### src/hdl/axi_ram_pkg.sv
`default_nettype none

package axi_ram_pkg;

  // AXI4 bus widths
  localparam int ADDR_W = 32;
  localparam int DATA_W = 64;
  localparam int STRB_W = DATA_W / 8;
  localparam int ID_W   = 4;

  // AxBURST encodings
  typedef enum logic [1:0] {
    burst_fixed = 2'b00,
    burst_incr  = 2'b01,
    burst_wrap  = 2'b10,
    burst_rsvd  = 2'b11
  } burst_e;

  // xRESP encodings
  typedef enum logic [1:0] {
    resp_okay   = 2'b00,
    resp_exokay = 2'b01,
    resp_slverr = 2'b10,
    resp_decerr = 2'b11
  } resp_e;

  typedef enum logic [1:0] {
    wr_idle,
    wr_data,   // taking W beats
    wr_resp    // holding B until bready
  } wr_state_e;

  typedef enum logic [1:0] {
    rd_idle,
    rd_fetch,  // bank read in flight
    rd_beat,   // presenting a non-final beat
    rd_done    // presenting the final beat
  } rd_state_e;

endpackage

`default_nettype wire

### src/hdl/axi_wr_ctrl.sv
`timescale 1ns/1ps
`default_nettype none

module axi_wr_ctrl
  import axi_ram_pkg::*;
#(
  parameter int MEM_WORDS = 256
) (
  input  logic                         clock,
  input  logic                         rst_n,
  input  logic                         awvalid,
  output logic                         awready,
  input  logic [ADDR_W-1:0]            awaddr,
  input  logic [ID_W-1:0]              awid,
  input  logic [7:0]                   awlen,
  input  logic [2:0]                   awsize,
  input  logic [1:0]                   awburst,
  input  logic                         wvalid,
  output logic                         wready,
  input  logic [DATA_W-1:0]            wdata,
  input  logic [STRB_W-1:0]            wstrb,
  output logic                         bvalid,
  input  logic                         bready,
  output logic [1:0]                   bresp,
  output logic [ID_W-1:0]              bid,
  output logic [$clog2(MEM_WORDS)-1:0] wr_index,
  output logic [STRB_W-1:0]            lane_we,
  output logic [DATA_W-1:0]            lane_wdata
);

  localparam int IDX_W = $clog2(MEM_WORDS);

  wr_state_e         state;
  logic [ADDR_W-1:0] addr_q;
  logic [ID_W-1:0]   id_q;
  logic [7:0]        len_q;
  logic [2:0]        size_q;
  burst_e            burst_q;
  logic [7:0]        beat_cnt;
  logic              burst_ok;
  logic              aw_fire;
  logic              w_fire;

  assign aw_fire  = awvalid && awready;
  assign w_fire   = wvalid && wready;
  assign burst_ok = (burst_q == burst_fixed) || (burst_q == burst_incr);

  // bank write port, beat goes in on the same edge it is accepted
  assign wr_index   = addr_q[3 +: IDX_W];
  assign lane_we    = (w_fire && burst_ok) ? wstrb : '0;
  assign lane_wdata = wdata;

  assign bresp = burst_ok ? resp_okay : resp_slverr;
  assign bid   = id_q;

  // request fields and running beat address
  always_ff @(posedge clock) begin
    if (aw_fire) begin
      addr_q  <= awaddr;
      id_q    <= awid;
      len_q   <= awlen;
      size_q  <= awsize;
      burst_q <= burst_e'(awburst);
    end else if (w_fire && burst_q == burst_incr) begin
      addr_q <= addr_q + (ADDR_W'(1) << size_q);  // FIXED keeps its address
    end
  end

  always_ff @(posedge clock) begin
    if (!rst_n) begin
      state    <= wr_idle;
      awready  <= 1'b0;
      wready   <= 1'b0;
      bvalid   <= 1'b0;
      beat_cnt <= '0;
    end else begin
      case (state)
        wr_idle: begin
          if (aw_fire) begin
            state    <= wr_data;
            awready  <= 1'b0;
            wready   <= 1'b1;
            beat_cnt <= '0;
          end else begin
            awready <= 1'b1;
          end
        end
        wr_data: begin
          if (w_fire) begin
            // count from awlen, wlast is ignored
            if (beat_cnt == len_q) begin
              state  <= wr_resp;
              wready <= 1'b0;
              bvalid <= 1'b1;
            end else begin
              beat_cnt <= beat_cnt + 8'd1;
            end
          end
        end
        wr_resp: begin
          if (bready) begin
            state   <= wr_idle;
            bvalid  <= 1'b0;
            awready <= 1'b1;
          end
        end
        default: begin
          state <= wr_idle;
        end
      endcase
    end
  end

endmodule

`default_nettype wire

### config.mk
export PLATFORM = sky130hd
export DESIGN_NAME = axi_wr_ctrl
export DESIGN_NICKNAME = d
export VERILOG_FILES = /design/src/hdl/axi_ram_pkg.sv /design/src/hdl/axi_wr_ctrl.sv
export SDC_FILE = /design/constraint.sdc
export NUM_CORES = 1
export LEC_CHECK = 0
export BUFFER_PORTS_ARGS = -buffer_cell sky130_fd_sc_hd__buf_2
export CORE_MARGIN = 2
export CORE_UTILIZATION = 37
export DETAILED_ROUTE_END_ITERATION = 6
export GPL_TIMING_DRIVEN = 0
export HOLD_SLACK_MARGIN = 0.1
export PLACE_DENSITY = 0.85
export SLEW_MARGIN = 0
export SYNTH_ARGS = -nofsm -noshare
export SYNTH_HDL_FRONTEND = slang
export SYNTH_SLANG_ARGS = --single-unit
### constraint.sdc
create_clock -name clock -period 2.2 [get_ports clock]
set_input_delay 0.44 -clock clock [delete_from_list [all_inputs] [get_ports clock]]
set_output_delay 0.44 -clock clock [all_outputs]
set_load 0.005 [all_outputs]
==> qor.txt, run 1 <==
Critical path class - flip-flop to flip-flop
Synth Instances - 293
Total iterations of the first detailed-routing run - 4
Gp weighted congestion - 0.838
Final Core Density - 0.537
Routed Wire Length - 7.22 mm
ANT nets after route - 0
Number of synthesized flops with an enable pin - 28
Final Setup Violations - 6
Die width - 91.7 µm
DR vias/cell - 4.79
R2r endpoint - addr_q[7]$_DFFE_PP_
Worst Tran Pin Value - 0.618 ns
Sw Ratio - 0.264
Area delta synth->final - 39.0%
Rel. slew slack - 0.588
Die area - 8410 µm²
Syn_area_per_cell - 9.71 µm²
Final worst slack - -0.209 ns
PwrDens - 533 nW/µm²
Drt first-iter violations - 102
Largest area contributor in the netlist - edfxtp_1
Vias in the first global route - 2629
Clock Skews - 0.00673 ns
Dpl ws - -0.404 ns
Synth top cells by count - buf_4, edfxtp_1, nand2_1
# H-tree levels - 2
Hold_buf cts - 0
Max cap viols - 0
Via Count - 2569
Non-filler cells in the finished layout - 536
FMAX - 415 MHz
Period minus WS final - 2.41 ns
Share of layout cells above drive strength 1 - 0.585
Failing checks - negative setup slack
Max-slew violations - 0
Synth area leaders - edfxtp_1, buf_4, dfxtp_1, ha_1, xor2_1
Number of remaining DRC errors - 0
CTS tree - built
Clk pin slew, worst setup/hold paths - 0.08 ns
Sequential share of power - 0.439
YS warnings - 0
Logic gate share of total power - 0.254
Max VDD drop - 0.463 mV
CTS buffer count - 5
Row cnt - 31
Global-route wire length before repair - 11.4 mm
Most common cell in the netlist - buf_4
Synth async-reset ratio - 0
Post-synth design cell area - 2850 µm²
Starting Density - 0.386
Largest net degree at the start of global routing - 27
DIE HEIGHT - 91.7 µm
Status - finished, violations left
Gr usage total - 0.165
Post-Syn Nets - 429
Clk_lat worst skew - 0.30 ns
IO Port Bufs - 127
Clk sinks - 41
Dpl hpwl - 5.46 mm
RSZ-0062 raised after global routing - true
Worst Path Max Fanout - 4
Placed cell count - 519
Hold depth - 1
Hold Path End - burst_q[0]$_DFFE_PP_
Netlist cell types - 58
Final total power - 2.11 mW
I/O pins - 215
Psw - 0.556 mW
Reg2reg start - size_q[1]$_DFFE_PP_
Period utilisation layout - 1.09
Worst hold margin - 0.312 ns
Reg2Reg Depth - 8
Internal reg-to-reg setup slack - -0.21 ns
Hold_sp - awburst[0]
Hold Crit Class - primary input to flip-flop
Setup TNS - -0.930 ns
Required @ worst endpoint - 2.25 ns
Nets - 571
Overflow left after global routing - 0
Count of state elements after synthesis - 41
CP arrival - 2.46 ns
Initial antenna violation count - 1
Setup crit start kind - flip-flop
Post-synth top area share - 0.295
Core area - 7370 µm²
Final hold violations - 0
Final Cell Area - 3960 µm²
Ys flop type - edfxtp_1
Static Leak - 1.92 nW
Clock Path Buffers - 2
Int Pwr - 1.55 mW
Clk root buf - clkbuf_8
Post-synthesis sequential area ratio - 0.387
Crit. End Element - flip-flop
Avg WL per Cell - 13.5 µm
Placement Cell Area - 3640 µm²
Clock power share - 0.307
## sequential cells by signal (all words and copies together) (netlist names)
signal / flops
burst_q: 2
len_q: 8
awready: 1
state: 2
bvalid: 1
size_q: 3
wready: 1
addr_q: 11
beat_cnt: 8
bid: 4
## worst max path at each step
| stage | startpoint | to | slack [ns] | depth (start not counted) |
|---|---|---|---|---|
| after detailed placement | awvalid | addr_q[4]$_DFFE_PP_ | -0.40 | 5 |
| after floorplan | size_q[2]$_DFFE_PP_ | addr_q[10]$_DFFE_PP_ | -0.06 | 7 |
| final | size_q[1]$_DFFE_PP_ | addr_q[7]$_DFFE_PP_ | -0.21 | 8 |
| after CTS | size_q[2]$_DFFE_PP_ | addr_q[8]$_DFFE_PP_ | -0.16 | 10 |
| after global routing | size_q[1]$_DFFE_PP_ | addr_q[7]$_DFFE_PP_ | -0.28 | 8 |
| after global placement | awvalid | addr_q[4]$_DFFE_PP_ | -0.36 | 5 |
## timing repair
action                     4_1_cts  5_1_grt
pin swaps                       15        9
setup endpoints to repair       26        7
resized for setup               16       14
setup buffers                    7        1
## layout by cell type, fill, tap and decap left out, drive strengths merged, types with 3 or more instances in the layout
cell type  instances
and3               7
ha                 9
nor3b              3
nand2             19
clkbuf            10
buf              211
xnor2              4
nor2              14
dfxtp             13
a31oi              4
and2              10
nand2b             4
a21oi             12
edfxtp            28
inv                9
nor2b              3
o21ai             10
nor4b              3
a21o               5
nand3              7
xor2              10
## power by group through the flow
stage / sequential, mW / combinational [mW] / clock [mW]
2_1_floorplan: 0.935 / 0.303 / 0
3_3_place_gp: 0.942 / 0.453 / 0
3_5_place_dp: 0.946 / 0.468 / 0
4_1_cts: 0.923 / 0.513 / 0.660
5_1_grt: 0.932 / 0.590 / 0.686
6_report: 0.926 / 0.534 / 0.647
## critical path, stage by stage, from the launching register on
cell,delay (ns)
edfxtp_1,0.47
or3b_4,0.45
inv_2,0.08
ha_4,0.21
a211oi_4,0.27
o21bai_4,0.13
o311ai_4,0.28
and3_1,0.20
o31ai_1,0.07
## layout make-up
cell class	instances	area, µm²
clock inverter	2	37.5
clock buffer	6	82.6
inverter	9	33.8
buffer	81	603
timing repair buffer	135	703
sequential	41	1100
fill	683	3410
tap	99	124
multi-input combinational	162	1270
antenna	1	2.50
## routing by layer
layer,global-route usage,vias up,wire (µm)
met5,0,-,0
met4,0.0734,0,140
met3,0.0403,14,699
met2,0.310,141,3870
met1,0.171,1173,2510
li1,-,1241,-
## cell families after synthesis
kind of cell | Yosys count | synth area share
AOI/OAI and AO/OA | 51 | 0.126
buffers and inverters | 90 | 0.221
xor gates and xnor gates | 14 | 0.0431
adders and majority gates | 10 | 0.0466
other | 1 | 0.00132
muxes | 1 | 0.00396
and+or+nand+nor | 85 | 0.171
DFF | 41 | 0.387
Power figures use the tool's default switching activity.
==> run 2, diff against run 1 <==
--- a/config.mk
+++ b/config.mk
@@ -12,6 +12,7 @@
 export GPL_TIMING_DRIVEN = 0
 export HOLD_SLACK_MARGIN = 0.1
 export PLACE_DENSITY = 0.85
+export SKIP_LAST_GASP = 1
 export SLEW_MARGIN = 0
 export SYNTH_ARGS = -nofsm -noshare
 export SYNTH_HDL_FRONTEND = slang
==> run 2 against run 1 <==
The flow still finishes with violations (negative setup slack). Highest routed layer unchanged. Final cell count did not move. Global-route usage did not move. Fmax rose by 0.46%. Non-clock buffer count did not move. Die area did not move.
==> qor.txt, run 2 (synthesis gave the netlist of run 1 again) <==
Status - finished, violations left
Failing checks - negative setup slack
Cell Chain, Critical Path - or3b_4 > inv_2 > ha_4 > a211oi_4 > o21bai_4 > o311ai_4 > and3_1 > o31ai_1
Final total power - 2.11 mW
# H-tree levels - 2
Worst Path Max Fanout - 4
Worst Tran Pin Value - 0.617 ns
CP arrival - 2.45 ns
CTS tree - built
Die width - 91.7 µm
Critical-path top delay cell - edfxtp_1
Number of remaining DRC errors - 0
Die area - 8410 µm²
Slowest Stage Delay on Critical Path - 0.46 ns
Largest Register - addr_q
Top Registers - addr_q (11), beat_cnt (8), len_q (8)
Crit. End Element - flip-flop
FMAX - 417 MHz
Most common cell after layout, fill and taps aside - buf_2
Clk sinks - 41
Hold Crit Class - primary input to flip-flop
WP buf/inv - 1
Worst hold margin - 0.313 ns
Period utilisation layout - 1.09
Critical path class - flip-flop to flip-flop
Setup crit start kind - flip-flop
Commonest cells after routing, fill and taps aside - buf_2, buf_4, edfxtp_1
Clock Path Buffers - 2
RSZ-0062 raised after global routing - true
Area delta synth->final - 38.5%
ANT nets after route - 0
Max cap viols - 0
Drt first-iter violations - 84
Rel. slew slack - 0.589
I/O pins - 215
Nets - 571
Clk root buf - clkbuf_8
Final Setup Violations - 7
Row cnt - 31
Required @ worst endpoint - 2.25 ns
Gp weighted congestion - 0.838
Internal reg-to-reg setup slack - -0.20 ns
Overflow left after global routing - 0
Largest net degree at the start of global routing - 27
Global-route wire length before repair - 11.4 mm
Period minus WS final - 2.40 ns
DIE HEIGHT - 91.7 µm
PwrDens - 534 nW/µm²
Vias in the first global route - 2627
Max VDD drop - 0.464 mV
Static Leak - 1.91 nW
IO Port Bufs - 127
Routed Wire Length - 7.19 mm
CTS buffer count - 5
Initial antenna violation count - 1
DR vias/cell - 4.81
Final worst slack - -0.198 ns
Via Count - 2578
Max-slew violations - 0
Clock Skews - 0.00767 ns
Share of layout cells above drive strength 1 - 0.585
Total iterations of the first detailed-routing run - 4
Clk_lat worst skew - 0.29 ns
Final hold violations - 0
Hold_buf cts - 0
Avg WL per Cell - 13.4 µm
Starting Density - 0.386
Clk pin slew, worst setup/hold paths - 0.09 ns
Gr usage total - 0.165
Dpl hpwl - 5.46 mm
Top delay family on crit path - compound AO/OA/AOI/OAI gates
Core area - 7370 µm²
Max reg flops - 11
[run 2: cell counts in the layout (fill, tap and decap cells not counted)]
Identical to the previous run, type by type.
[run 2: what timing repair did]
action,in CTS,in global routing
setup buffers,7,1
endpoints found under the hold margin,0,0
setup endpoints to repair,26,7
resized for setup,16,10
pin swaps,13,3
[run 2: per-stage QoR]
step	TNS (ns)	area (µm²)	utilization	worst slack [ns]	std cells
floorplan	-0.184	2880	-	-0.0610	293
global placement	-5.74	3640	0.493	-0.359	519
detailed placement	-5.93	3640	0.493	-0.404	519
CTS	-0.629	3880	0.527	-0.164	534
global route	-1.44	3940	0.535	-0.270	536
finish	-0.799	3940	0.535	-0.198	536
[run 2: layout make-up]
cell class,instances,area (µm²)
multi-input cells,162,1260
plain buffers,81,603
inverters,9,33.8
repair buffers,135,699
flip-flops and latches,41,1100
well taps,99,124
clock buffers,6,82.6
diodes,1,2.50
clock inverters,2,37.5
fillers,688,3430
[run 2: worst paths after layout]
path	startpoint	to	cells past startpoint
worst min-delay path	awburst[0]	burst_q[0]$_DFFE_PP_	1
worst max register to register	size_q[1]$_DFFE_PP_	addr_q[7]$_DFFE_PP_	8
worst max-delay path	size_q[1]$_DFFE_PP_	addr_q[7]$_DFFE_PP_	8
worst min register to register	bvalid$_SDFFE_PN0P_	bvalid$_SDFFE_PN0P_	1
[run 2: worst reg2reg max path, stage by stage (launching register included)]
cell and delay [ns]:
edfxtp_1 0.46, or3b_4 0.45, inv_2 0.08, ha_4 0.21, a211oi_4 0.27, o21bai_4 0.13, o311ai_4 0.29, and3_1 0.21
o31ai_1 0.07
[run 2: layer usage]
metal	global-route usage	wire (µm)	up-vias
met3	0.0403	684	15
met5	0	0	-
met2	0.310	3850	147
li1	-	-	1242
met4	0.0734	142	0
met1	0.171	2520	1174
[run 2: power by group]
| part | leakage [nW] | switching (mW) | internal [mW] | total (mW) |
|---|---|---|---|---|
| logic | 1.48 | 0.241 | 0.289 | 0.530 |
| registers | 0.366 | 0.0343 | 0.891 | 0.925 |
| clock network | 0.0574 | 0.282 | 0.369 | 0.651 |
| total | 1.91 | 0.557 | 1.55 | 2.11 |
==> run 3, diff against run 2 <==
--- a/config.mk
+++ b/config.mk
@@ -5,9 +5,10 @@
 export SDC_FILE = /design/constraint.sdc
 export NUM_CORES = 1
 export LEC_CHECK = 0
+export ABC_AREA = 1
 export BUFFER_PORTS_ARGS = -buffer_cell sky130_fd_sc_hd__buf_2
 export CORE_MARGIN = 2
-export CORE_UTILIZATION = 37
+export CORE_UTILIZATION = 38
 export DETAILED_ROUTE_END_ITERATION = 6
 export GPL_TIMING_DRIVEN = 0
 export HOLD_SLACK_MARGIN = 0.1
==> run 3 against run 2 <==
The flow still finishes with violations (negative setup slack). Clock skew is 0.013 ns higher. Hold slack worse by 0.0020 ns. Non-clock buffer count stayed put. Final cell count is 19% higher. Critical path type unchanged. Highest routed layer unchanged.
==> qor.txt, run 3 <==
Core area - 7730 µm²
Internal reg-to-reg setup slack - -0.005 ns
Post-synthesis sequential area ratio - 0.365
Final Setup Violations - 1
Overflow left after global routing - 0
Static Leak - 2.09 nW
Clk pin slew, worst setup/hold paths - 0.10 ns
Reg2Reg Depth - 12
Routed Wire Length - 7.64 mm
Dpl hpwl - 5.89 mm
Row cnt - 32
Period minus WS final - 2.21 ns
Period utilisation layout - 1.00
Synth top cells by count - nand2_1, buf_4, inv_1
Final worst slack - -0.00525 ns
Post-synth top area share - 0.278
Count of state elements after synthesis - 41
Clk root buf - clkbuf_8
Avg WL per Cell - 12.0 µm
CTS tree - built
Commonest cells after routing, fill and taps aside - buf_2, nand2_1, buf_4
Max cap viols - 0
Largest area contributor in the netlist - edfxtp_1
Post-synth design cell area - 3020 µm²
Worst Path Max Fanout - 3
DR vias/cell - 4.53
Ys flop type - edfxtp_1
Max reg flops - 11
Hold_sp - awlen[4]
Required @ worst endpoint - 2.25 ns
Most common cell after layout, fill and taps aside - buf_2
# fillers - 718
Final hold violations - 0
Global-route wire length before repair - 10.6 mm
Total iterations of the first detailed-routing run - 6
Max VDD drop - 0.313 mV
Hold Path End - len_q[4]$_DFFE_PP_
Number of synthesized flops with an enable pin - 28
FMAX - 453 MHz
DIE HEIGHT - 93.1 µm
Final Core Density - 0.522
Die area - 8670 µm²
Netlist cell types - 32
Die width - 93.1 µm
Share of layout cells above drive strength 1 - 0.483
Clock Path Buffers - 2
Setup TNS - -0.00525 ns
PwrDens - 490 nW/µm²
Clock Skews - 0.0208 ns
Rel. slew slack - 0.592
Vias in the first global route - 2517
Clk_lat worst skew - 0.30 ns
Inserted Diodes - 0
Starting Density - 0.391
Reg2reg start - size_q[2]$_DFFE_PP_
YS warnings - 0
RSZ-0062 raised after global routing - true
Synth Instances - 389
Number of remaining DRC errors - 0
Nets - 669
Synth async-reset ratio - 0
R2r endpoint - addr_q[6]$_DFFE_PP_
Hold depth - 1
Critical path class - flip-flop to flip-flop
Drt first-iter violations - 86
CP arrival - 2.25 ns
Multi-input gate area - 1210 µm²
Syn_area_per_cell - 7.76 µm²
Gp weighted congestion - 0.868
Hold_buf cts - 0
Area delta synth->final - 33.5%
Clk sinks - 41
Post-Syn Nets - 525
Non-filler cells in the finished layout - 636
Largest net degree at the start of global routing - 27
ANT nets after route - 0
Top Registers - addr_q (11), beat_cnt (8), len_q (8)
Via Count - 2883
Initial antenna violation count - 0
# H-tree levels - 2
Reg area - 1100 µm²
Max-slew violations - 0
Setup crit start kind - flip-flop
Status - finished, violations left
Gr usage total - 0.148
IO Port Bufs - 128
Synth area leaders - edfxtp_1, buf_4, nand2_1, dfxtp_1, inv_1
Crit. End Element - flip-flop
Hold Crit Class - primary input to flip-flop
Worst Tran Pin Value - 0.612 ns
Largest Register - addr_q
CTS buffer count - 5
Most common cell in the netlist - nand2_1
Failing checks - negative setup slack
I/O pins - 215
Placed cell count - 619
==> run 3: cell types whose count changed after synthesis, moves of 5 or more <==
cell     previous run  this run
nand3_1             7        25
nor2_1             14        26
a21o_1              5         0
and2_1              9         0
nor2_2              0         6
xor2_1             10         0
nor3_1              2        11
inv_1               9        48
nand2_1            18        90
==> run 3: repair_timing <==
action                                 CTS  global route
setup buffers                            2             7
resized for setup                        4            21
pin swaps                                0            13
setup endpoints to repair               14             8
endpoints found under the hold margin    0             0
==> run 3: area by class of cell <==
class                      count  area share
inverter                      51      0.0500
sequential                    41       0.273
multi-input combinational    218       0.299
clock inverter                 2     0.00341
buffer                        79       0.144
clock buffer                   6      0.0233
tap                          102      0.0317
timing repair buffer         137       0.176
==> run 3: metal layers <==
| metal | up-vias | global-route usage | wire length [µm] |
|---|---|---|---|
| met3 | 14 | 0.0266 | 575 |
| met1 | 1269 | 0.154 | 2690 |
| met2 | 152 | 0.300 | 4270 |
| met5 | - | 0 | 0 |
| li1 | 1448 | - | - |
| met4 | 0 | 0.0404 | 102 |
==> run 3: metrics by stage <==
| step | total power [mW] | worst slack (ns) | area (µm²) | hold WS, ns |
|---|---|---|---|---|
| floorplan | 1.23 | 0.0340 | 3020 | 0.442 |
| global placement | 1.37 | -0.197 | 3790 | 0.435 |
| detailed placement | 1.39 | -0.324 | 3790 | 0.446 |
| CTS | 1.96 | -0.0572 | 3920 | 0.303 |
| global route | 2.07 | -0.131 | 4030 | 0.299 |
| finish | 1.98 | -0.00525 | 4030 | 0.311 |
==> run 3: critical path: stages (launching register included) <==
cell and delay (ns):
edfxtp_1 0.44, nor3_2 0.20, ha_2 0.22, inv_2 0.05, fa_2 0.37, inv_2 0.08, nand2_2 0.07, o21ai_4 0.19
nand2_1 0.07, nand2_1 0.08, nand2_1 0.05, nand2_1 0.05, o21ai_1 0.06
==> run 3: logic make-up after synthesis <==
logic type | after synthesis | synth area share
and+or+nand+nor | 172 | 0.259
buffers and inverters | 130 | 0.258
DFF | 41 | 0.365
AOI/OAI and AO/OA | 30 | 0.0584
adders and majority gates | 10 | 0.0439
xor gates and xnor gates | 5 | 0.0145
other | 1 | 0.00124
==> run 3: report_power, final <==
group | switching, mW | total, mW | internal (mW)
Sequential | 0.0286 | 0.905 | 0.877
Combinational | 0.240 | 0.501 | 0.261
Clock | 0.276 | 0.571 | 0.295
==> run 3: worst max path at each step <==
stage | from | to | slack (ns) | depth (start not counted)
2_1_floorplan | size_q[1]$_DFFE_PP_ | addr_q[6]$_DFFE_PP_ | 0.03 | 12
3_3_place_gp | wvalid | addr_q[8]$_DFFE_PP_ | -0.20 | 5
3_5_place_dp | size_q[1]$_DFFE_PP_ | addr_q[6]$_DFFE_PP_ | -0.32 | 12
4_1_cts | size_q[1]$_DFFE_PP_ | addr_q[6]$_DFFE_PP_ | -0.06 | 12
5_1_grt | size_q[2]$_DFFE_PP_ | addr_q[7]$_DFFE_PP_ | -0.13 | 11
6_report | size_q[2]$_DFFE_PP_ | addr_q[6]$_DFFE_PP_ | -0.005 | 12
