`src/hdl/axi_ram_pkg.sv`:
```
`default_nettype none

package axi_ram_pkg;

  // AXI4 bus widths
  localparam int ADDR_W = 32;
  localparam int DATA_W = 64;
  localparam int STRB_W = DATA_W / 8;
  localparam int ID_W   = 4;

  // AxBURST encodings
  typedef enum logic [1:0] {
    burst_fixed = 2'b00,
    burst_incr  = 2'b01,
    burst_wrap  = 2'b10,
    burst_rsvd  = 2'b11
  } burst_e;

  // xRESP encodings
  typedef enum logic [1:0] {
    resp_okay   = 2'b00,
    resp_exokay = 2'b01,
    resp_slverr = 2'b10,
    resp_decerr = 2'b11
  } resp_e;

  typedef enum logic [1:0] {
    wr_idle,
    wr_data,   // taking W beats
    wr_resp    // holding B until bready
  } wr_state_e;

  typedef enum logic [1:0] {
    rd_idle,
    rd_fetch,  // bank read in flight
    rd_beat,   // presenting a non-final beat
    rd_done    // presenting the final beat
  } rd_state_e;

endpackage

`default_nettype wire

```
`src/hdl/axi_rd_ctrl.sv`:
```
`timescale 1ns/1ps
`default_nettype none

module axi_rd_ctrl
  import axi_ram_pkg::*;
#(
  parameter int MEM_WORDS = 256
) (
  input  logic                         clock,
  input  logic                         rst_n,
  input  logic                         arvalid,
  output logic                         arready,
  input  logic [ADDR_W-1:0]            araddr,
  input  logic [ID_W-1:0]              arid,
  input  logic [7:0]                   arlen,
  input  logic [2:0]                   arsize,
  input  logic [1:0]                   arburst,
  output logic                         rvalid,
  input  logic                         rready,
  output logic [DATA_W-1:0]            rdata,
  output logic [1:0]                   rresp,
  output logic                         rlast,
  output logic [ID_W-1:0]              rid,
  output logic                         rd_en,
  output logic [$clog2(MEM_WORDS)-1:0] rd_index,
  input  logic [DATA_W-1:0]            lane_rdata
);

  localparam int IDX_W = $clog2(MEM_WORDS);

  rd_state_e         state;
  logic [ADDR_W-1:0] addr_q;
  logic [ID_W-1:0]   id_q;
  logic [7:0]        len_q;
  logic [2:0]        size_q;
  burst_e            burst_q;
  logic [7:0]        beat_cnt;
  logic              burst_ok;
  logic              ar_fire;
  logic              beat_taken;

  assign ar_fire    = arvalid && arready;
  assign beat_taken = rvalid && rready;
  assign burst_ok   = (burst_q == burst_fixed) || (burst_q == burst_incr);

  // one bank read per beat, skipped for unsupported bursts
  assign rd_en    = (state == rd_fetch) && burst_ok;
  assign rd_index = addr_q[3 +: IDX_W];

  // bank outputs stay put while rd_en is low
  assign rvalid = (state == rd_beat) || (state == rd_done);
  assign rlast  = (state == rd_done);
  assign rdata  = burst_ok ? lane_rdata : '0;
  assign rresp  = burst_ok ? resp_okay : resp_slverr;
  assign rid    = id_q;

  always_ff @(posedge clock) begin
    if (ar_fire) begin
      addr_q  <= araddr;
      id_q    <= arid;
      len_q   <= arlen;
      size_q  <= arsize;
      burst_q <= burst_e'(arburst);
    end else if (beat_taken && burst_q == burst_incr) begin
      addr_q <= addr_q + (ADDR_W'(1) << size_q);
    end
  end

  always_ff @(posedge clock) begin
    if (!rst_n) begin
      state    <= rd_idle;
      arready  <= 1'b0;
      beat_cnt <= '0;
    end else begin
      case (state)
        rd_idle: begin
          if (ar_fire) begin
            state    <= rd_fetch;
            arready  <= 1'b0;
            beat_cnt <= '0;
          end else begin
            arready <= 1'b1;
          end
        end
        rd_fetch: begin
          // last beat gets its own state so rlast comes straight from it
          state <= (beat_cnt == len_q) ? rd_done : rd_beat;
        end
        rd_beat: begin
          if (rready) begin
            state    <= rd_fetch;
            beat_cnt <= beat_cnt + 8'd1;
          end
        end
        rd_done: begin
          if (rready) begin
            state   <= rd_idle;
            arready <= 1'b1;
          end
        end
        default: begin
          state <= rd_idle;
        end
      endcase
    end
  end

endmodule

`default_nettype wire

```
`config.mk`:
```
export PLATFORM = sky130hd
export DESIGN_NAME = axi_rd_ctrl
export DESIGN_NICKNAME = d
export VERILOG_FILES = /design/src/hdl/axi_ram_pkg.sv /design/src/hdl/axi_rd_ctrl.sv
export SDC_FILE = /design/constraint.sdc
export NUM_CORES = 1
export LEC_CHECK = 0
export BUFFER_PORTS_ARGS = -buffer_cell sky130_fd_sc_hd__buf_2
export CAP_MARGIN = 25
export CORE_MARGIN = 4
export CORE_UTILIZATION = 40
export DETAILED_ROUTE_END_ITERATION = 10
export HOLD_SLACK_MARGIN = 0.03
export PLACE_DENSITY = 0.92
export SYNTH_ARGS = -nofsm -noshare
export SYNTH_HDL_FRONTEND = slang
export SYNTH_SLANG_ARGS = --single-unit
```
`constraint.sdc`:
```
create_clock -name clock -period 3.3 [get_ports clock]
set_clock_uncertainty 0.15 [all_clocks]
set_input_delay 0.33 -clock clock [delete_from_list [all_inputs] [get_ports clock]]
set_output_delay 0.33 -clock clock [all_outputs]
set_load 0.03 [all_outputs]
```
==> flow_metrics.env, run 1 <==
export IMPL_dp_hpwl_um=6380
export IMPL_status="finished, final reports clean"
export IMPL_cts_root_buf="clkbuf_8"
export IMPL_hold_violations=0
export IMPL_placementRows=28
export IMPL_start_util_pct=41.9
export IMPL_fp_coreArea_um2=6030
export IMPL_pre_cts_ws_ns=0.658
export IMPL_yosysSeqAreaShare_pct=42.0
export IMPL_tightestPinTransition_ns=0.964
export IMPL_path_clk_slew_ns=0.09
export IMPL_clock_fmax_mhz=367
export IMPL_p_leak_nw=1.75
export IMPL_synthCells=267
export IMPL_die_h_um=87.5
export IMPL_antenna_found_initial=0
export IMPL_drc=0
export IMPL_cts_buffer_depth=2
export IMPL_synth_top_area_share_pct=33.3
export IMPL_design_area_um2=3510
export IMPL_ys_seq_elements=39
export IMPL_period_share_pct=82.5
export IMPL_synth_area_leaders="edfxtp_1, nor2b_1, dfxtp_1"
export IMPL_cp_end_kind="flop"
export IMPL_async_flop_share_pct=0
export IMPL_grt_first_pass_wirelength_um=11600
export IMPL_drt_iter0_drc=95
export IMPL_fill_cells=553
export IMPL_hold_class="in2reg"
export IMPL_dp_cells=501
export IMPL_drive_gt1_share_pct=44.2
export IMPL_setup_viol=0
export IMPL_rsz0062_at_grt="no"
export IMPL_cpMaxStageDelayCell="edfxtp_1"
export IMPL_synth_most_common_cell="nor2b_1"
export IMPL_num_vias=2529
export IMPL_num_antenna_cells=0
export IMPL_overflow=0
export IMPL_synth_top_area_cell="edfxtp_1"
export IMPL_via_per_inst=4.97
export IMPL_synth_ff_type="edfxtp_1"
export IMPL_worstPathRequired_ns=3.29
export IMPL_cts_buffers=5
export IMPL_routedWlPerCell_um=15.1
export IMPL_stdcell_count=509
export IMPL_maxSlewViolCount=0
export IMPL_cts_hold_buf=0
export IMPL_placement_cell_area_um2=3420
export IMPL_drt_total_wl_um=7680
export IMPL_synth_area_um2=2520
export IMPL_cts_max_level=2
export IMPL_path_cells="nor3_1 > ha_1 > inv_1 > fa_1 > nor2b_1 > o31a_1 > o21ai_1 > or3_1 > a31oi_1"
export IMPL_cp_num_buf_inv=1
export IMPL_min_period_ns=2.72
export IMPL_cts_resized=0
export IMPL_clock_latency_ns=0.29
export IMPL_ant_nets=0
export IMPL_io_pins=199
export IMPL_grt_max_degree=31
export IMPL_setup_ws_ns=0.577
export IMPL_die_w_um=87.5
export IMPL_fin_nets=560
export IMPL_totalNegativeSetupSlack_ns=0
export IMPL_cts_tree="done"
export IMPL_cp_slowest_stage_delay_ns=0.48
export IMPL_die_area_um2=7650
export IMPL_arrival_ns=2.71
export IMPL_synth_warnings=0
export IMPL_synth_edff_count=28
export IMPL_synth_common_cells="nor2b_1, edfxtp_1, nor2_1"
export IMPL_path_class="reg2reg"
export IMPL_power_density_nw_per_um2=376
export IMPL_ys_types=44
export IMPL_post_cts_buffers=0
export IMPL_grt_pass1_vias=2450
export IMPL_slew_headroom_pct=35.2
export IMPL_area_growth_pct=39.1
export IMPL_avgSynthCellArea_um2=9.46
export IMPL_cp_top_family="simple AND/OR/NAND/NOR gates"
export IMPL_cts_sinks=39
export IMPL_portBuffers=176
export IMPL_synth_nets=394
export IMPL_cp_max_fo=8
export IMPL_firstDrtPassIters=4
export IMPL_grt_use_total_pct=19.2
export IMPL_gp_congestion=0.921
export IMPL_ir_drop_v=0.000209
export IMPL_start_kind="flop"
export IMPL_cap_violations=0
-- report_power, final --
group	switching [mW]	internal, mW	leakage [nW]
clock network	0.181	0.151	0.0443
registers	0.0244	0.563	0.349
logic	0.250	0.152	1.36
total	0.455	0.867	1.75
-- layer usage --
layer | share of wire (%) | track usage [%] | vias up
li1 | - | - | 1237
met1 | 39 | 23.0 | 1150
met2 | 49 | 33.3 | 128
met3 | 9.8 | 5.39 | 14
met4 | 2.1 | 5.72 | 0
met5 | 0 | 0 | -
-- per-stage QoR --
step                      hold slack [ns]  utilization [%]  power [mW]
after floorplan                     0.279                -       0.866
after global routing               0.0459             58.3        1.38
final                              0.0591             58.3        1.32
after detailed placement            0.358             56.7        1.00
after global placement              0.357             56.7       0.988
after CTS                          0.0511             58.3        1.33
-- cell families after synthesis --
logic type / count (synthesis) / share of synthesized area [%]
simple gates: 131 / 29.4
flops: 39 / 42.0
compound gates: 37 / 9.96
buf+inv: 27 / 5.40
xor+xnor: 19 / 6.59
fa+ha+maj: 10 / 5.25
mux: 3 / 1.24
other cells: 1 / 0.149
-- worst register-to-register path: stages, from the launching register on --
cell and delay [ns]:
edfxtp_1 0.48, nor3_1 0.27, ha_1 0.22, inv_1 0.06
fa_1 0.40, nor2b_1 0.17, o31a_1 0.20, o21ai_1 0.14
or3_1 0.32, a31oi_1 0.17
-- registers in the layout, summed over array words and instances, names as in the netlist --
name	flops
rid	4
len_q	8
addr_q	11
beat_cnt	8
state	2
burst_q	2
size_q	3
arready	1
-- path summary, 6_finish.rpt --
| path | cells past startpoint | startpoint | slack, ns | end |
|---|---|---|---|---|
| worst max-delay path | 9 | size_q[2] | 0.58 | addr_q[10] |
| worst min register to register | 2 | beat_cnt[7] | 0.41 | beat_cnt[7] |
| worst max register to register | 9 | size_q[2] | 0.58 | addr_q[10] |
| worst min-delay path | 1 | arlen[3] | 0.06 | len_q[3] |
-- cells in the final DEF, fill, tap and decap left out, types with 7 or more instances in the layout --
master and n:
nor2b_1 67, a21oi_1 9, dfxtp_1 11, xor2_1 16, edfxtp_1 28, o21ai_0 7
nor2_1 19, buf_2 176, ha_1 9, nand2_1 17
-- cell type report --
| class | instances | area, µm² | area share, % |
|---|---|---|---|
| multi-input combinational | 201 | 1330 | 37.8 |
| sequential | 39 | 1060 | 30.2 |
| timing repair buffer | 181 | 918 | 26.1 |
| tap | 75 | 93.8 | 2.67 |
| clock buffer | 5 | 68.8 | 1.96 |
| clock inverter | 3 | 25.0 | 0.712 |
| inverter | 5 | 18.8 | 0.534 |
Power figures use the tool's default switching activity.
==> inputs of run 2 (changes only) <==
--- a/config.mk
+++ b/config.mk
@@ -8,10 +8,10 @@
 export BUFFER_PORTS_ARGS = -buffer_cell sky130_fd_sc_hd__buf_2
 export CAP_MARGIN = 25
 export CORE_MARGIN = 4
-export CORE_UTILIZATION = 40
+export CORE_UTILIZATION = 36
 export DETAILED_ROUTE_END_ITERATION = 10
 export HOLD_SLACK_MARGIN = 0.03
-export PLACE_DENSITY = 0.92
+export PLACE_DENSITY = 0.88
 export SYNTH_ARGS = -nofsm -noshare
 export SYNTH_HDL_FRONTEND = slang
 export SYNTH_SLANG_ARGS = --single-unit
==> constraint.sdc (replaced) <==
create_clock -name clock -period 2.3 [get_ports clock]
set_clock_uncertainty 0.15 [all_clocks]
set_input_delay 0.23 -clock clock [delete_from_list [all_inputs] [get_ports clock]]
set_output_delay 0.23 -clock clock [all_outputs]
set_load 0.03 [all_outputs]
==> run 2 against run 1 <==
Critical endpoint is now addr_q[8]; the run now ends with negative setup slack left; largest power group unchanged; core utilization decreased by 0.61 points; sequential power rose by 43%; via count grew 5.4%; global-route usage increased by 0.11 points; cell count up 11%; combinational power is 63% higher; sequential cell count did not move; register-to-register slack worse by 0.69 ns; non-clock buffer count increased by 34; clock-buffer cell count is the same.
==> flow_metrics.env, run 2 (synthesized netlist as in run 1, its figures left out) <==
export IMPL_min_from="araddr[7]"
export IMPL_cts_buffer_depth=2
export IMPL_rr_endpoint="addr_q[8]"
export IMPL_drc=0
export IMPL_start_util_pct=37.2
export IMPL_grt_first_pass_wirelength_um=13100
export IMPL_overflow=0
export IMPL_cts_tree="done"
export IMPL_clock_latency_ns=0.29
export IMPL_dp_hpwl_um=6800
export IMPL_die_area_um2=8420
export IMPL_start_kind="flop"
export IMPL_grt_met2_usage_pct=35.8
export IMPL_num_antenna_cells=0
export IMPL_grt_use_total_pct=19.3
export IMPL_clock_fmax_mhz=415
export IMPL_num_vias=2665
export IMPL_worst_r2r_path_depth=9
export IMPL_routedWlPerCell_um=14.8
export IMPL_portBuffers=176
export IMPL_worstPathRequired_ns=2.20
export IMPL_io_pins=199
export IMPL_hold_path_end="addr_q[7]"
export IMPL_arrival_ns=2.31
export IMPL_pre_cts_ws_ns=-0.128
export IMPL_met1_usage_pct=21.7
export IMPL_regArea_um2=1060
export IMPL_grt_max_degree=30
export IMPL_grt_pass1_vias=2712
export IMPL_regToRegStartpoint="size_q[1]"
export IMPL_totalNegativeSetupSlack_ns=-0.348
export IMPL_violations="negative setup slack"
export IMPL_area_growth_pct=55.3
export IMPL_period_share_pct=105
export IMPL_grt_busiest_layer="met2"
export IMPL_utilization_pct=57.7
export IMPL_antenna_found_initial=0
export IMPL_p_leak_nw=1.92
export IMPL_setup_ws_ns=-0.111
export IMPL_firstDrtPassIters=4
export IMPL_hold_violations=0
export IMPL_fill_cells=606
export IMPL_placement_cell_area_um2=3550
export IMPL_hold_path_depth=3
export IMPL_largest_reg_flops=11
export IMPL_cts_root_buf="clkbuf_8"
export IMPL_design_area_um2=3920
export IMPL_status="finished with violations"
export IMPL_reg_largest_list="addr_q: 11 flops, beat_cnt: 8 flops, len_q: 8 flops"
export IMPL_drive_gt1_share_pct=47.0
export IMPL_final_common_cell="buf_2"
export IMPL_maxSlewViolCount=0
export IMPL_drt_iter0_drc=92
export IMPL_fin_nets=594
export IMPL_cap_violations=0
export IMPL_ant_nets=0
export IMPL_cts_sinks=39
export IMPL_path_class="reg2reg"
export IMPL_rsz0062_at_grt="yes"
export IMPL_cts_max_level=2
export IMPL_die_w_um=91.7
export IMPL_die_h_um=91.7
export IMPL_power_density_nw_per_um2=528
export IMPL_cp_max_fo=6
export IMPL_regToRegSetupSlack_ns=-0.11
export IMPL_via_per_inst=4.73
export IMPL_placementRows=30
export IMPL_final_cell_mix="buf_2, nor2b_1, edfxtp_1"
export IMPL_setup_viol=6
export IMPL_min_period_ns=2.41
export IMPL_hold_class="in2reg"
export IMPL_cts_buffers=5
export IMPL_path_clk_slew_ns=0.08
export IMPL_ir_drop_v=0.000253
export IMPL_grtUsageMet3_pct=4.02
export IMPL_top_register="addr_q"
export IMPL_multiInputGateArea_um2=1390
export IMPL_fp_coreArea_um2=6790
export IMPL_cp_end_kind="flop"
export IMPL_stdcell_count=564
export IMPL_gp_congestion=0.861
export IMPL_dp_cells=534
export IMPL_drt_total_wl_um=8340
run 2: cell type report:
| cell class | instances | area share (%) |
|---|---|---|
| multi-input cells | 201 | 35.4 |
| repair buffers | 215 | 31.1 |
| flip-flops and latches | 39 | 27.1 |
| well taps | 96 | 3.06 |
| clock buffers | 5 | 1.76 |
| clock inverters | 3 | 1.12 |
| inverters | 5 | 0.479 |
run 2: power by group:
part,total (mW),switching [mW],internal (mW)
logic,0.654,0.381,0.273
registers,0.842,0.0332,0.808
clock network,0.574,0.251,0.323
total,2.07,0.665,1.40
run 2: worst max-delay path by stage:
stage              start          to  slack [ns]  depth (start not counted)
2_1_floorplan  size_q[1]  addr_q[10]       -0.04                          9
5_1_grt        size_q[2]  addr_q[10]       -0.20                          9
3_5_place_dp   size_q[0]  addr_q[10]       -0.13                          9
3_3_place_gp   size_q[0]  addr_q[10]       -0.06                          9
4_1_cts        size_q[0]   addr_q[8]       -0.09                         10
6_report       size_q[1]   addr_q[8]       -0.11                          9
run 2: layer usage:
| metal | vias up | wire [µm] |
|---|---|---|
| met5 | - | 0 |
| met4 | 0 | 225 |
| met3 | 17 | 729 |
| met2 | 151 | 4300 |
| met1 | 1198 | 3090 |
| li1 | 1299 | - |
run 2: critical path, cell delays in order (launching register included):
cell and delay, ns:
edfxtp_1 0.42, buf_6 0.15, nor3b_1 0.13, ha_1 0.33, nor2b_4 0.14, o31a_1 0.32
o21ai_2 0.18, buf_4 0.13, xor2_1 0.14, a21oi_1 0.08
run 2: stage by stage:
stage               power, mW  hold slack, ns
detailed placement       1.47           0.259
finish                   2.07          0.0555
global placement         1.45           0.257
floorplan                1.24           0.179
global route             2.17          0.0513
CTS                      2.08          0.0468
run 2: what timing repair did:
item / in CTS / in global routing
hold buffers: 17 / 0
cloned: 0 / 0
resized for setup: 8 / 2
pin swaps: 9 / 4
endpoints found under the hold margin: 17 / 0
setup buffers: 4 / 1
setup endpoints to repair: 5 / 6
==> inputs of run 3 (changes only) <==
--- a/config.mk
+++ b/config.mk
@@ -8,10 +8,11 @@
 export BUFFER_PORTS_ARGS = -buffer_cell sky130_fd_sc_hd__buf_2
 export CAP_MARGIN = 25
 export CORE_MARGIN = 4
-export CORE_UTILIZATION = 36
+export CORE_UTILIZATION = 40
 export DETAILED_ROUTE_END_ITERATION = 10
+export GPL_TIMING_DRIVEN = 0
 export HOLD_SLACK_MARGIN = 0.03
-export PLACE_DENSITY = 0.88
+export PLACE_DENSITY = 0.92
 export SYNTH_ARGS = -nofsm -noshare
 export SYNTH_HDL_FRONTEND = slang
 export SYNTH_SLANG_ARGS = --single-unit
==> constraint.sdc (replaced) <==
create_clock -name clock -period 2.5 [get_ports clock]
set_clock_uncertainty 0.15 [all_clocks]
set_input_delay 0.25 -clock clock [delete_from_list [all_inputs] [get_ports clock]]
set_output_delay 0.25 -clock clock [all_outputs]
set_load 0.03 [all_outputs]
==> run 3 against run 2 <==
Combinational power fell by 8.0%; critical endpoint is now addr_q[10]; largest power group unchanged; first-iteration DRC count rose by 12%; sequential share of layout area rose by 0.53 points; the flow now finishes without violations; critical path type unchanged.
==> flow_metrics.env, run 3 (synthesized netlist as in run 1, its figures left out) <==
export IMPL_cts_sinks=39
export IMPL_fin_nets=601
export IMPL_grt_pass1_vias=2754
export IMPL_die_w_um=87.5
export IMPL_hold_violations=0
export IMPL_routedWlPerCell_um=15.3
export IMPL_critPathMostFrequentCell="buf_4"
export IMPL_fp_coreArea_um2=6030
export IMPL_ir_drop_v=0.000302
export IMPL_path_clk_slew_ns=0.08
export IMPL_cpMaxStageDelayCell="edfxtp_1"
export IMPL_total_power_mw=1.79
export IMPL_io_pins=199
export IMPL_final_common_cell="buf_2"
export IMPL_num_antenna_cells=0
export IMPL_via_per_inst=4.91
export IMPL_status="finished, final reports clean"
export IMPL_hold_class="in2reg"
export IMPL_arrival_ns=2.48
export IMPL_placementRows=28
export IMPL_gp_congestion=0.838
export IMPL_drive_gt1_share_pct=44.6
export IMPL_worstPathRequired_ns=2.50
export IMPL_power_density_nw_per_um2=466
export IMPL_cp_max_fo=6
export IMPL_overflow=0
export IMPL_setup_ws_ns=0.0209
export IMPL_drt_iter0_drc=103
export IMPL_regToRegStartpoint="size_q[1]"
export IMPL_num_vias=2703
export IMPL_path_class="reg2reg"
export IMPL_grt_first_pass_wirelength_um=12500
export IMPL_reg_largest_list="addr_q: 11 flops, beat_cnt: 8 flops, len_q: 8 flops"
export IMPL_path_cells="buf_4 > buf_4 > and3b_1 > ha_1 > o21ai_0 > a21oi_1 > o21ai_2 > or3_1 > a31oi_1"
export IMPL_die_area_um2=7650
export IMPL_top_register="addr_q"
export IMPL_placement_cell_area_um2=3520
export IMPL_setup_viol=0
export IMPL_drc=0
export IMPL_cts_max_level=2
export IMPL_cp_top_family="compound AO/OA/AOI/OAI gates"
export IMPL_portBuffers=176
export IMPL_cts_root_buf="clkbuf_8"
export IMPL_design_area_um2=3840
export IMPL_cp_slowest_stage_delay_ns=0.42
export IMPL_maxSlewViolCount=0
export IMPL_pre_cts_ws_ns=-0.143
export IMPL_clock_fmax_mhz=403
export IMPL_largest_reg_flops=11
export IMPL_dp_cells=520
export IMPL_met1_usage_pct=21.2
export IMPL_cap_violations=0
export IMPL_slew_headroom_pct=39.9
export IMPL_firstDrtPassIters=4
export IMPL_dp_hpwl_um=6760
export IMPL_grtUsageMet3_pct=5.01
export IMPL_start_util_pct=41.9
export IMPL_min_period_ns=2.48
export IMPL_cp_end_kind="flop"
export IMPL_clock_latency_ns=0.29
export IMPL_cts_tree="done"
export IMPL_p_leak_nw=1.90
export IMPL_antenna_found_initial=0
export IMPL_ant_nets=0
export IMPL_final_cell_mix="buf_2, nor2b_1, edfxtp_1"
export IMPL_period_share_pct=99.2
export IMPL_die_h_um=87.5
export IMPL_area_growth_pct=52.3
export IMPL_tightestPinTransition_ns=0.894
export IMPL_rsz0062_at_grt="yes"
export IMPL_crit_start="size_q[1]"
export IMPL_min_from="rst_n"
export IMPL_cts_buffer_depth=2
export IMPL_grt_met2_usage_pct=39.4
export IMPL_grt_max_degree=17
export IMPL_start_kind="flop"
export IMPL_grt_use_total_pct=20.9
export IMPL_fill_cells=520
export IMPL_drt_total_wl_um=8420
export IMPL_cts_buffers=5
export IMPL_cp_num_buf_inv=2
export IMPL_grt_busiest_layer="met2"
export IMPL_stdcell_count=550
-- run 3: what timing repair did --
| action | in CTS | in global routing |
|---|---|---|
| pin swaps | 1 | 5 |
| endpoints found under the hold margin | 17 | 0 |
| buffers inserted | 4 | 1 |
| endpoints found under the setup margin | 2 | 5 |
| cloned | 0 | 0 |
| gates resized for setup | 4 | 7 |
| hold buffers | 17 | 0 |
-- run 3: layout make-up --
class	count	area (µm²)	share of cell area (%)
well taps	75	93.8	2.44
plain buffers	22	118	3.06
repair buffers	200	1110	28.9
clock inverters	1	5.00	0.130
clock buffers	7	76.3	1.99
multi-input cells	201	1360	35.4
inverters	5	18.8	0.488
flip-flops and latches	39	1060	27.6
-- run 3: layer usage --
layer	vias up	wire, µm
met4	0	240
met2	130	4350
met1	1239	3110
met3	19	725
li1	1315	-
met5	-	0
-- run 3: path summary, 6_finish.rpt --
| check | to | slack, ns | cells after the start |
|---|---|---|---|
| hold reg to reg | beat_cnt[7] | 0.41 | 2 |
| setup reg to reg | addr_q[10] | 0.02 | 9 |
| hold / removal | beat_cnt[1] | 0.08 | 2 |
| setup / recovery | addr_q[10] | 0.02 | 9 |
-- run 3: power by group --
part           internal, mW  switching (mW)  leakage [nW]
sequential            0.744          0.0229         0.349
clock                 0.196           0.225        0.0422
combinational         0.245           0.357          1.51
total                  1.19           0.605          1.90
-- run 3: through the flow --
stage                     setup TNS [ns]  util (%)  hold WS (ns)
after floorplan                        0         -         0.199
after global placement             -3.18      58.1         0.277
after detailed placement          -0.144      58.5         0.278
after CTS                              0      63.4        0.0645
after global routing             -0.0908      63.8        0.0658
final                                  0      63.8        0.0769
